<file path="src/lsu_pkg.sv">
package lsu_pkg;

  // data path and memory geometry.
  localparam int XLEN   = 64;
  localparam int LANES  = XLEN / 8;
  localparam int DEPTH  = 16;
  localparam int IDX_W  = 4;
  localparam int ADDR_W = 7;

  // byte offset inside one word.
  localparam int OFF_W  = ADDR_W - IDX_W;

  // memory opcodes, loads first.
  typedef enum logic [3:0] {
    OP_LB  = 4'd0,
    OP_LH  = 4'd1,
    OP_LW  = 4'd2,
    OP_LD  = 4'd3,
    OP_LBU = 4'd4,
    OP_LHU = 4'd5,
    OP_LWU = 4'd6,
    OP_SB  = 4'd7,
    OP_SH  = 4'd8,
    OP_SW  = 4'd9,
    OP_SD  = 4'd10
  } mem_op_e;

  // phases of a four-phase req/ack exchange.
  typedef enum logic [1:0] {
    HS_IDLE = 2'd0,
    HS_BUSY = 2'd1,
    HS_DONE = 2'd2
  } hs_state_e;

endpackage

</file>
<file path="src/byte_lane_ram.sv">
`timescale 1ns/100ps

module byte_lane_ram import lsu_pkg::*; (
  input  logic             clk,
  input  logic             rd_en,
  input  logic [IDX_W-1:0] rd_index,
  input  logic             wr_en,
  input  logic [IDX_W-1:0] wr_index,
  input  logic [7:0]       wr_byte,
  output logic [7:0]       rd_byte
);

  logic [7:0] mem [DEPTH];

  always_ff @(posedge clk) begin
    if (wr_en) begin
      mem[wr_index] <= wr_byte;
    end
  end

  // registered read; a same-edge write to the same word is passed through.
  always_ff @(posedge clk) begin
    if (rd_en) begin
      if (wr_en && wr_index == rd_index) begin
        rd_byte <= wr_byte;
      end else begin
        rd_byte <= mem[rd_index];
      end
    end
  end

endmodule

</file>
<file path="src/lsu_issue.sv">
`timescale 1ns/100ps

module lsu_issue import lsu_pkg::*; (
  input  logic              clk,
  input  logic              rst,
  input  logic              cmd_req,
  input  mem_op_e           cmd_op,
  input  logic [ADDR_W-1:0] cmd_addr,
  input  logic [XLEN-1:0]   cmd_wdata,
  output logic              cmd_ack,
  input  logic              mem_allowin,
  output logic              ex_mem_valid,
  output mem_op_e           ex_op,
  output logic [ADDR_W-1:0] ex_addr,
  output logic [XLEN-1:0]   ex_wdata,
  output logic              rd_en,
  output logic [IDX_W-1:0]  rd_index
);

  hs_state_e state;
  logic      handoff;

  // busy means a command sits in the execute register.
  assign ex_mem_valid = (state == HS_BUSY);
  assign cmd_ack      = (state == HS_DONE);

  assign handoff  = ex_mem_valid && mem_allowin;
  assign rd_en    = handoff;
  assign rd_index = ex_addr[ADDR_W-1:OFF_W];

  always_ff @(posedge clk) begin
    if (rst) begin
      state <= HS_IDLE;
    end else begin
      case (state)
        HS_IDLE: begin
          if (cmd_req) begin
            state <= HS_BUSY;
          end
        end
        HS_BUSY: begin
          if (handoff) begin
            state <= HS_DONE;
          end
        end
        HS_DONE: begin
          // wait for the requester to drop its req.
          if (!cmd_req) begin
            state <= HS_IDLE;
          end
        end
        default: state <= HS_IDLE;
      endcase
    end
  end

  // execute register, loaded once per command.
  always_ff @(posedge clk) begin
    if (state == HS_IDLE && cmd_req) begin
      ex_op    <= cmd_op;
      ex_addr  <= cmd_addr;
      ex_wdata <= cmd_wdata;
    end
  end

  // ack only ever follows a handoff into the memory stage.
  ack_after_handoff: assert property (@(posedge clk) disable iff (rst)
    $rose(cmd_ack) |-> $past(ex_mem_valid && mem_allowin));

endmodule

</file>
<file path="src/lsu_top.sv">
`timescale 1ns/100ps

module lsu_top import lsu_pkg::*; (
  input  logic              clk,
  input  logic              rst,
  input  logic              cmd_req,
  output logic              cmd_ack,
  input  mem_op_e           cmd_op,
  input  logic [ADDR_W-1:0] cmd_addr,
  input  logic [XLEN-1:0]   cmd_wdata,
  output logic              rsp_req,
  input  logic              rsp_ack,
  output logic [XLEN-1:0]   rsp_data,
  output logic              rsp_excp
);

  logic              ex_mem_valid;
  logic              mem_allowin;
  mem_op_e           ex_op;
  logic [ADDR_W-1:0] ex_addr;
  logic [XLEN-1:0]   ex_wdata;
  logic              rd_en;
  logic [IDX_W-1:0]  rd_index;
  logic [XLEN-1:0]   mem_rd_data;
  logic [XLEN-1:0]   mem_wr_data;
  logic [LANES-1:0]  byte_enable;
  logic [IDX_W-1:0]  wr_index;
  logic              mem_wb_valid;
  logic              wb_allowin;
  logic [XLEN-1:0]   mem_data;
  logic              mem_excp;

  lsu_issue u_issue (
    .clk          (clk),
    .rst          (rst),
    .cmd_req      (cmd_req),
    .cmd_op       (cmd_op),
    .cmd_addr     (cmd_addr),
    .cmd_wdata    (cmd_wdata),
    .cmd_ack      (cmd_ack),
    .mem_allowin  (mem_allowin),
    .ex_mem_valid (ex_mem_valid),
    .ex_op        (ex_op),
    .ex_addr      (ex_addr),
    .ex_wdata     (ex_wdata),
    .rd_en        (rd_en),
    .rd_index     (rd_index)
  );

  // one RAM per byte lane.
  for (genvar i = 0; i < LANES; i++) begin : g_lane
    byte_lane_ram u_ram (
      .clk      (clk),
      .rd_en    (rd_en),
      .rd_index (rd_index),
      .wr_en    (byte_enable[i]),
      .wr_index (wr_index),
      .wr_byte  (mem_wr_data[8*i +: 8]),
      .rd_byte  (mem_rd_data[8*i +: 8])
    );
  end

  mem_stage u_mem (
    .clk          (clk),
    .rst          (rst),
    .wb_allowin   (wb_allowin),
    .mem_allowin  (mem_allowin),
    .ex_mem_valid (ex_mem_valid),
    .mem_wb_valid (mem_wb_valid),
    .ex_op        (ex_op),
    .ex_addr      (ex_addr),
    .ex_wdata     (ex_wdata),
    .mem_rd_data  (mem_rd_data),
    .mem_data     (mem_data),
    .mem_excp     (mem_excp),
    .mem_wr_data  (mem_wr_data),
    .byte_enable  (byte_enable),
    .wr_index     (wr_index)
  );

  wb_stage u_wb (
    .clk          (clk),
    .rst          (rst),
    .mem_wb_valid (mem_wb_valid),
    .mem_data     (mem_data),
    .mem_excp     (mem_excp),
    .wb_allowin   (wb_allowin),
    .rsp_req      (rsp_req),
    .rsp_ack      (rsp_ack),
    .rsp_data     (rsp_data),
    .rsp_excp     (rsp_excp)
  );

endmodule

</file>
<file path="src/mem_stage.sv">
`timescale 1ns/100ps

module mem_stage import lsu_pkg::*; (
  input  logic              clk,
  input  logic              rst,
  input  logic              wb_allowin,
  output logic              mem_allowin,
  input  logic              ex_mem_valid,
  output logic              mem_wb_valid,
  input  mem_op_e           ex_op,
  input  logic [ADDR_W-1:0] ex_addr,
  input  logic [XLEN-1:0]   ex_wdata,
  input  logic [XLEN-1:0]   mem_rd_data,
  output logic [XLEN-1:0]   mem_data,
  output logic              mem_excp,
  output logic [XLEN-1:0]   mem_wr_data,
  output logic [LANES-1:0]  byte_enable,
  output logic [IDX_W-1:0]  wr_index
);

  logic              mem_valid;
  mem_op_e           mem_op;
  logic [ADDR_W-1:0] mem_addr;
  logic [XLEN-1:0]   mem_wdata;
  logic [OFF_W-1:0]  offset;
  logic [XLEN-1:0]   mem_part;
  logic [XLEN-1:0]   load_val;
  logic [LANES-1:0]  lane_mask;
  logic              is_store;
  logic              misaligned;

  // one cycle of work, so only write-back can hold the stage.
  assign mem_allowin  = !mem_valid || wb_allowin;
  assign mem_wb_valid = mem_valid;

  always_ff @(posedge clk) begin
    if (rst) begin
      mem_valid <= 1'b0;
    end else if (mem_allowin) begin
      mem_valid <= ex_mem_valid;
    end
  end

  always_ff @(posedge clk) begin
    if (mem_allowin && ex_mem_valid) begin
      mem_op    <= ex_op;
      mem_addr  <= ex_addr;
      mem_wdata <= ex_wdata;
    end
  end

  assign offset   = mem_addr[OFF_W-1:0];
  assign wr_index = mem_addr[ADDR_W-1:OFF_W];

  // size decode for alignment, lane mask and store flag.
  always_comb begin
    misaligned = 1'b0;
    lane_mask  = '0;
    is_store   = 1'b0;
    case (mem_op)
      OP_LH, OP_LHU: misaligned = offset[0];
      OP_LW, OP_LWU: misaligned = |offset[1:0];
      OP_LD:         misaligned = |offset;
      OP_SB: begin
        is_store  = 1'b1;
        lane_mask = LANES'(1) << offset;
      end
      OP_SH: begin
        is_store   = 1'b1;
        misaligned = offset[0];
        lane_mask  = LANES'(3) << offset;
      end
      OP_SW: begin
        is_store   = 1'b1;
        misaligned = |offset[1:0];
        lane_mask  = LANES'(15) << offset;
      end
      OP_SD: begin
        is_store   = 1'b1;
        misaligned = |offset;
        lane_mask  = '1;
      end
      default: ;
    endcase
  end

  assign mem_excp = misaligned;

  // write only as the store leaves for write-back.
  assign byte_enable = (mem_wb_valid && wb_allowin && is_store && !misaligned) ?
                       lane_mask : '0;
  assign mem_wr_data = mem_wdata << {offset, 3'b000};

  assign mem_part = mem_rd_data >> {offset, 3'b000};

  always_comb begin
    case (mem_op)
      OP_LB:   load_val = {{(XLEN-8){mem_part[7]}}, mem_part[7:0]};
      OP_LH:   load_val = {{(XLEN-16){mem_part[15]}}, mem_part[15:0]};
      OP_LW:   load_val = {{(XLEN-32){mem_part[31]}}, mem_part[31:0]};
      OP_LD:   load_val = mem_part;
      OP_LBU:  load_val = {{(XLEN-8){1'b0}}, mem_part[7:0]};
      OP_LHU:  load_val = {{(XLEN-16){1'b0}}, mem_part[15:0]};
      OP_LWU:  load_val = {{(XLEN-32){1'b0}}, mem_part[31:0]};
      default: load_val = '0;
    endcase
  end

  // stores and faulting loads return zero.
  assign mem_data = misaligned ? '0 : load_val;

  be_needs_valid: assert property (@(posedge clk) disable iff (rst)
    !mem_valid |-> byte_enable == '0);

  be_blocked_on_excp: assert property (@(posedge clk) disable iff (rst)
    mem_excp |-> byte_enable == '0);

endmodule

</file>
<file path="src/wb_stage.sv">
`timescale 1ns/100ps

module wb_stage import lsu_pkg::*; (
  input  logic            clk,
  input  logic            rst,
  input  logic            mem_wb_valid,
  input  logic [XLEN-1:0] mem_data,
  input  logic            mem_excp,
  output logic            wb_allowin,
  output logic            rsp_req,
  input  logic            rsp_ack,
  output logic [XLEN-1:0] rsp_data,
  output logic            rsp_excp
);

  hs_state_e state;
  logic      accept;

  // free once the previous exchange has fully closed.
  assign wb_allowin = (state == HS_IDLE) || (state == HS_DONE && !rsp_ack);
  assign accept     = wb_allowin && mem_wb_valid;
  assign rsp_req    = (state == HS_BUSY);

  always_ff @(posedge clk) begin
    if (rst) begin
      state <= HS_IDLE;
    end else begin
      case (state)
        HS_IDLE: begin
          if (accept) begin
            state <= HS_BUSY;
          end
        end
        HS_BUSY: begin
          if (rsp_ack) begin
            state <= HS_DONE;
          end
        end
        HS_DONE: begin
          if (accept) begin
            state <= HS_BUSY;
          end else if (!rsp_ack) begin
            state <= HS_IDLE;
          end
        end
        default: state <= HS_IDLE;
      endcase
    end
  end

  always_ff @(posedge clk) begin
    if (accept) begin
      rsp_data <= mem_data;
      rsp_excp <= mem_excp;
    end
  end

  // response fields hold for the whole request phase.
  rsp_stable: assert property (@(posedge clk) disable iff (rst)
    rsp_req && $past(rsp_req) |-> $stable(rsp_data) && $stable(rsp_excp));

endmodule
</file>
<file path="config.mk">
export PLATFORM = sky130hd
export DESIGN_NAME = lsu_top
export DESIGN_NICKNAME = d
export VERILOG_FILES = /design/src/lsu_pkg.sv /design/src/byte_lane_ram.sv /design/src/lsu_issue.sv /design/src/lsu_top.sv /design/src/mem_stage.sv /design/src/wb_stage.sv
export SDC_FILE = /design/constraint.sdc
export NUM_CORES = 1
export LEC_CHECK = 0
export BUFFER_PORTS_ARGS = -buffer_cell sky130_fd_sc_hd__buf_2
export CAP_MARGIN = 25
export CORE_MARGIN = 2
export CORE_UTILIZATION = 57
export CTS_BUF_LIST = sky130_fd_sc_hd__clkbuf_16
export CTS_CLUSTER_DIAMETER = 80
export DETAILED_ROUTE_END_ITERATION = 8
export PLACE_DENSITY_LB_ADDON = 0.25
export SLEW_MARGIN = 10
export SYNTH_ARGS = -nofsm -noshare
export SYNTH_HDL_FRONTEND = slang
export SYNTH_SLANG_ARGS = --single-unit
</file>
<file path="constraint.sdc">
create_clock -name clk -period 9.9 [get_ports clk]
set_input_delay 0.495 -clock clk [delete_from_list [all_inputs] [get_ports clk]]
set_output_delay 0.495 -clock clk [all_outputs]
set_load 0.005 [all_outputs]
</file>
## Word-level counts from Yosys, hierarchy flattened

Memory sizes are Yosys's and may differ from the RTL's. A register that Yosys moved wholly into a read port is not among the register bits.
Index checks and enable logic that the tools add are counted.
Widths: inputs -> output; s select.

- Word-level logic and storage cells: 96
- Output and inout bits: 67
- Memory bits (read-only): 0
- Bits in writable memories: 1024
- Flip-flop bits (word level): 220
- Input port bits: 79
- Bits in latches: 0
- Memories kept: 8

- Mux-type cells: 30
- Divide/modulo/power cells: 0
- Reduce and logical (&&, ||, !) cells: 22
- Shift-type cells: 5
- Eq/ne operators: 20
- Bitwise operators: 0
- Multipliers: 0
- Order comparisons: 0
- Add/sub/neg operators: 0

Memories:

| name | words | bits a word | read ports | clocked after memory_dff | wr ports | RTL line | RTL |
|---|---|---|---|---|---|---|---|
| g_lane[0].u_ram.mem | 16 | 8 | 1 | 1 | 1 | byte_lane_ram.sv:13 | `logic [7:0] mem [DEPTH];` |
| g_lane[1].u_ram.mem | 16 | 8 | 1 | 1 | 1 | byte_lane_ram.sv:13 |  |
| g_lane[2].u_ram.mem | 16 | 8 | 1 | 1 | 1 | byte_lane_ram.sv:13 |  |
| g_lane[3].u_ram.mem | 16 | 8 | 1 | 1 | 1 | byte_lane_ram.sv:13 |  |
| g_lane[4].u_ram.mem | 16 | 8 | 1 | 1 | 1 | byte_lane_ram.sv:13 |  |
| g_lane[5].u_ram.mem | 16 | 8 | 1 | 1 | 1 | byte_lane_ram.sv:13 |  |
| 2 more memories | -- | -- | -- | -- | -- | -- |  |

Operators by type and width:

| operator | count |
|---|---|
| $pmux 64 s7 | 1 |
| $shl 64x6->64 | 1 |
| $shr 64x6->64 | 1 |
| $pmux 8 s4 | 1 |
| $mux 1 | 17 |
| $eq 4x3->1 const B | 4 |
| $mux 2 | 7 |
| $eq 4x4->1 const B | 3 |
| $pmux 2 s3 | 2 |
| $reduce_or 3->1 | 3 |
| $eq 4x2->1 const B | 2 |
| $mux 8 | 1 |
| $shl 1x3->8 const A | 1 |
| $shl 2x3->8 const A | 1 |
| $shl 4x3->8 const A | 1 |
| $logic_and 1x1->1 | 6 |
| $ne 2x2->1 const B | 3 |
| $reduce_and 3->1 | 2 |
| $eq 2x1->1 const B | 2 |
| $eq 2x2->1 const B | 2 |
| $eq 4x1->1 const B | 1 |
| $logic_not 2->1 | 2 |
| $logic_not 4->1 | 1 |
| $ne 2x1->1 const B | 2 |
| other kinds (6) | 10 |

## Logic depth before layout (Yosys ltp)

- Depth after elaboration: 9
- Depth in mapped cells: 10
- Gate-level depth less buffers: 5

## Cells and area by module

Synthesis repeated with hierarchy kept, for this count alone.

- Cells, all modules: 2879
- Area total of the unflattened synthesis: 55423.2 um2

Modules (own cells, without submodules):

| module | instances | sequential area each (um2) | area each (um2) | cells an instance |
|---|---|---|---|---|
| byte_lane_ram | 8 | 4083.9 | 5480.3 | 242 |
| mem_stage | 1 | 2272.2 | 7131.8 | 777 |
| lsu_issue | 1 | 2292.2 | 2397.3 | 91 |
| wb_stage | 1 | 1991.9 | 2052.0 | 75 |

## Worst setup path after synthesis

OpenSTA, ideal clock, no wires.

- Path kind: input port to flip-flop
- Start: input rsp_ack
- End: register g_lane[0].u_ram.rd_byte[0], read port of g_lane[0].u_ram.mem, enable pin
- Slack: 2286 ps
- Library setup time: 657 ps
- Required time: 9243 ps
- Buffers on the path: 0
- Stages on the path: 3
- Arrival time: 6957 ps
- Path through: a21oi_1 > nand2b_1 > nor2b_1

- Longest elaborated chain between the ends: 5

Ends and longest elaborated chain:

| what | RTL line | RTL |
|---|---|---|
| start, declared | lsu_top.sv:12 | `input logic rsp_ack,` |
| $logic_not 1->1 | wb_stage.sv:20 | `assign wb_allowin = (state == HS_IDLE) \|\| (state == HS_DONE && !rsp_ack);` |
| $logic_and 1x1->1 | wb_stage.sv:20 |  |
| $logic_or 1x1->1 | wb_stage.sv:20 |  |
| $logic_or 1x1->1 | mem_stage.sv:33 | `assign mem_allowin = !mem_valid \|\| wb_allowin;` |
| $logic_and 1x1->1 | lsu_issue.sv:27 | `assign handoff = ex_mem_valid && mem_allowin;` |
| via g_lane[0].u_ram.rd_en | byte_lane_ram.sv:5 | `input logic rd_en,` |
| end, declared | byte_lane_ram.sv:10 | `output logic [7:0] rd_byte` |

The timed path passes the listed nets, and every way through them passes these cells.
A chain may end at the register's enable or synchronous reset.

## Worst setup path in the final report

- Start: register u_mem.mem_addr[0]
- End: memory g_lane[4].u_ram.mem[4][4], enable pin

- Longest elaborated chain between the ends: 7
- Elaborated cells on any way between the ends: 12
- Classes of those cells: 3 x shift; 5 x mux; 4 x reduce/logical

Ends and longest elaborated chain:

| what | RTL line | RTL |
|---|---|---|
| start, declared | mem_stage.sv:23 | `logic [ADDR_W-1:0] mem_addr;` |
| start signal, assigned | mem_stage.sv:47 | `mem_addr <= ex_addr;` |
| branches (longest 4 deep; another with $shl 4x3->8) | -- |  |
| $mux 8 (*) | mem_stage.sv:90 | `assign byte_enable = (mem_wb_valid && wb_allowin && is_store && !misaligned) ?` |
| $mux 1 (*) | byte_lane_ram.sv:16 | `if (wr_en) begin` |
| $mux 1 (implied by the code) (*) | byte_lane_ram.sv:17 | `mem[wr_index] <= wr_byte;` |
| end, declared | byte_lane_ram.sv:13 |  |

Every way passes the cells marked *.

==> summary.txt <==
Run status
  – Status: complete, no violations

Power
  – Flop pwr share: 52.7%
  – Sw Ratio: 22.2%
  – Combinational share of power: 6.7%
  – P_int: between 9 and 10 mW
  – P_sw: ~2.6 mW
  – Leakage: ~19 nW
  – Peak VDD IR: 0.000186 V
  – Pwr Density: 196 nW/um2
  – Clk pwr share: 40.6%

STA
  – RSZ-0062 raised after global routing: no
  – Final TNS setup: 0 ns
  – Setup ws final: 5.05 ns
  – Fin crit share: 49.0%
  – Least-Margin Pin Slew: 1.16 ns
  – Setup Skew: 0.0232 ns
  – Slew Limit Headroom: a little under a quarter
  – Hold Slack: 0.0606 ns
  – Fmax: 206 MHz
  – Pins Over Slew Limit: 0
  – Final Hold Vio Count: 0
  – Minimum clock period after layout: 4.85 ns
  – Final setup fails: 0

Logic synthesis
  – Synth warn: 0
  – Most used DFF post-synth: edfxtp_1
  – Register bit total from synthesis: 1308
  – Share of the synthesized area in the top cell type: 73.8%
  – Syn Inst Count: about 2600
  – Synth Area per Inst: 20.2 um2
  – Ys async rst share: 0%
  – Area contributors post-synth: edfxtp_1 74%, mux4_2 15%, mux2_2 2.1%
  – Post-synth top cells: 1303 x edfxtp_1, 351 x mux4_2, 167 x nor2_1
  – Cell with the most instances after synthesis: edfxtp_1
  – Synthesized Nets: around 2700
  – EDFF count, synth: between 1000 and 1500
  – Yosys cell types: 63
  – Register area share after synthesis: approximately three quarters
  – Yosys top cell by area: edfxtp_1
  – Mapped cell area: 53100 um2

Global route
  – Total global routing overflow: 0
  – Gr usage total: 29.3%
  – First-pass GRT wire length: 197000 um
  – Largest net degree at the start of global routing: ~170
  – Vias in the first global route: 27670
  – Initial antenna violation count: 7

Drt
  – TritonRoute pass-1 iters: 6
  – WL/cell: 32.2 um
  – Routed vias: 28093
  – DRC Markers: 0
  – ANT nets after route: 0
  – Initial DRC Count: 4329
  – Via density: roughly 6.6
  – Final wirelength: 137000 um

Final layout
  – Multi-input combinational cell area: 13200 um2
  – Net count, final: 2997
  – FF+latch area: 39200 um2
  – Filler instances: approximately 6000
  – Fin area: 60500 um2
  – Ratio of cells with drive above 1 in the final layout: 30.8%
  – N_diodes: 0
  – Cell Count, Final, Fillers Out: about 4300
  – Layout area overhead: 14.1%

Run
  – Max-cap viol count: 0

Placed design
  – DP Wirelength: 90900 um
  – Dpl cells: slightly below 4000
  – Input/output buffers: 145
  – Placed Area: 55400 um2
  – GPL Wtd Cong: a little under 1
  – Setup WS pre-CTS: 5.28 ns

Clock network
  – Worst-Skew Late Latency: approximately 0.75 ns
  – CTS tree: done
  – Clock Tree Root: clkbuf_16
  – Clock Sinks: 1308
  – Clk buf depth: 3
  – H-tree depth: 4
  – Num CTS Buffers: 131
  – Reg clk slew, reported paths: 0.06 ns
  – Setup bufs post-CTS: 0

Critical path
  – Crit end category: flip-flop
  – Required time worst endpoint: between 10 and 15 ns
  – Crit Path Class: flip-flop to flip-flop
  – Startpoint types: flip-flop
  – Arrival @ worst endpoint: around 5.2 ns
  – Crit Path Max Fanout: about 170
  – R2r worst-path depth: 6

Die
  – I/O pin cnt: 146
  – Rows: 111
  – Die Area: 95500 um2
  – Die height: about 300 um
  – Overall die width: 309 um
  – CORE AREA: around 92000 um2
  – Starting density of the core: 57.7%

Worst hold path
  – Hold Crit Class: input port to flip-flop
  – Hold Path Stages: 2
sequential cells by signal, summed over array words and instances (netlist names):
name                  count
g_lane.u_ram.mem       1024
g_lane.u_ram.rd_byte     64
u_issue.ex_addr           7
u_issue.ex_op             4
u_issue.ex_wdata         64
u_issue.state             2
u_mem.mem_addr            7
u_mem.mem_op              4
u_mem.mem_wb_valid        1
u_mem.mem_wdata          64
u_wb.rsp_data            64
u_wb.rsp_excp             1
u_wb.state                2
kinds of logic (layout without fill, tap and decap cells):
family / after synthesis / in the layout / synth area share (%)
XOR/XNOR: 6 / 6 / 0.0991
multiplexers: 540 / 540 / 18.7
flip-flops: 1308 / 1308 / 73.9
AND/OR/NAND/NOR: 402 / 402 / 3.43
buffers and inverters: 170 / 563 / 1.42
AO/OA/AOI/OAI: 199 / 199 / 2.36
adder cells (fa/ha/maj): 2 / 2 / 0.0377
repair_timing:
action | CTS | global route
resized for setup | 0 | 0
hold buffers | 77 | 0
hold endpoints to repair | 80 | 0
critical path, stage by stage (launching register included):
cell	delay, ns
edfxtp_1	0.42
buf_12	0.25
nor2_2	0.50
o41ai_1	0.20
a32oi_4	0.71
nand3_1	1.08
nor2_1	1.04
placed cells by master, fill, tap and decap left out, types with 77 or more instances in the layout:
cell type      instances
a21oi_1               86
buf_2                158
clkbuf_16            132
dlygate4sd3_1         77
edfxtp_1            1303
mux2_2               101
mux2i_1               88
mux4_2               351
nand2_1              119
nor2_1               166
cell type report:
cell class | count | share of cell area [%]
multi-input cells | 1149 | 21.8
well taps | 1243 | 2.57
inverters | 6 | 0.0372
clock buffers | 132 | 5.46
flip-flops and latches | 1308 | 64.8
clock inverters | 103 | 1.45
repair buffers | 322 | 3.90
per-stage QoR:
stage / total power [mW] / utilization, %
final: 11.9 / 65.9
after CTS: 11.9 / 65.6
after global placement: 7.10 / 60.1
after global routing: 12.2 / 65.9
after floorplan: 6.82 / -
after detailed placement: 7.11 / 60.2
worst paths after layout:
kind / slack (ns) / from / endpoint
worst max-delay path: 5.05 / u_mem.mem_addr[0]$_DFFE_PP_ / g_lane[4].u_ram.mem[4][4]$_DFFE_PP_
worst min register to register: 0.42 / u_issue.ex_wdata[60]$_DFFE_PP_ / u_mem.mem_wdata[60]$_DFFE_PP_
worst max register to register: 5.05 / u_mem.mem_addr[0]$_DFFE_PP_ / g_lane[4].u_ram.mem[4][4]$_DFFE_PP_
worst min-delay path: 0.06 / rsp_ack / u_wb.state[1]$_SDFFE_PP0P_
power groups by stage:
stage / clock (mW) / combinational, mW / sequential, mW
after floorplan: 0 / 0.483 / 6.34
after global placement: 0 / 0.724 / 6.37
after detailed placement: 0 / 0.743 / 6.37
after CTS: 4.86 / 0.772 / 6.26
after global routing: 5.08 / 0.829 / 6.26
final: 4.82 / 0.790 / 6.26
per-layer routing:
layer | vias up | global-route usage [%] | share of wire, %
li1 | 11402 | - | -
met1 | 14556 | 41.2 | 37
met2 | 1855 | 45.2 | 47
met3 | 278 | 6.42 | 11
met4 | 2 | 12.6 | 4.6
met5 | - | 0 | 0.0080
(Power assumes the default switching activity.)
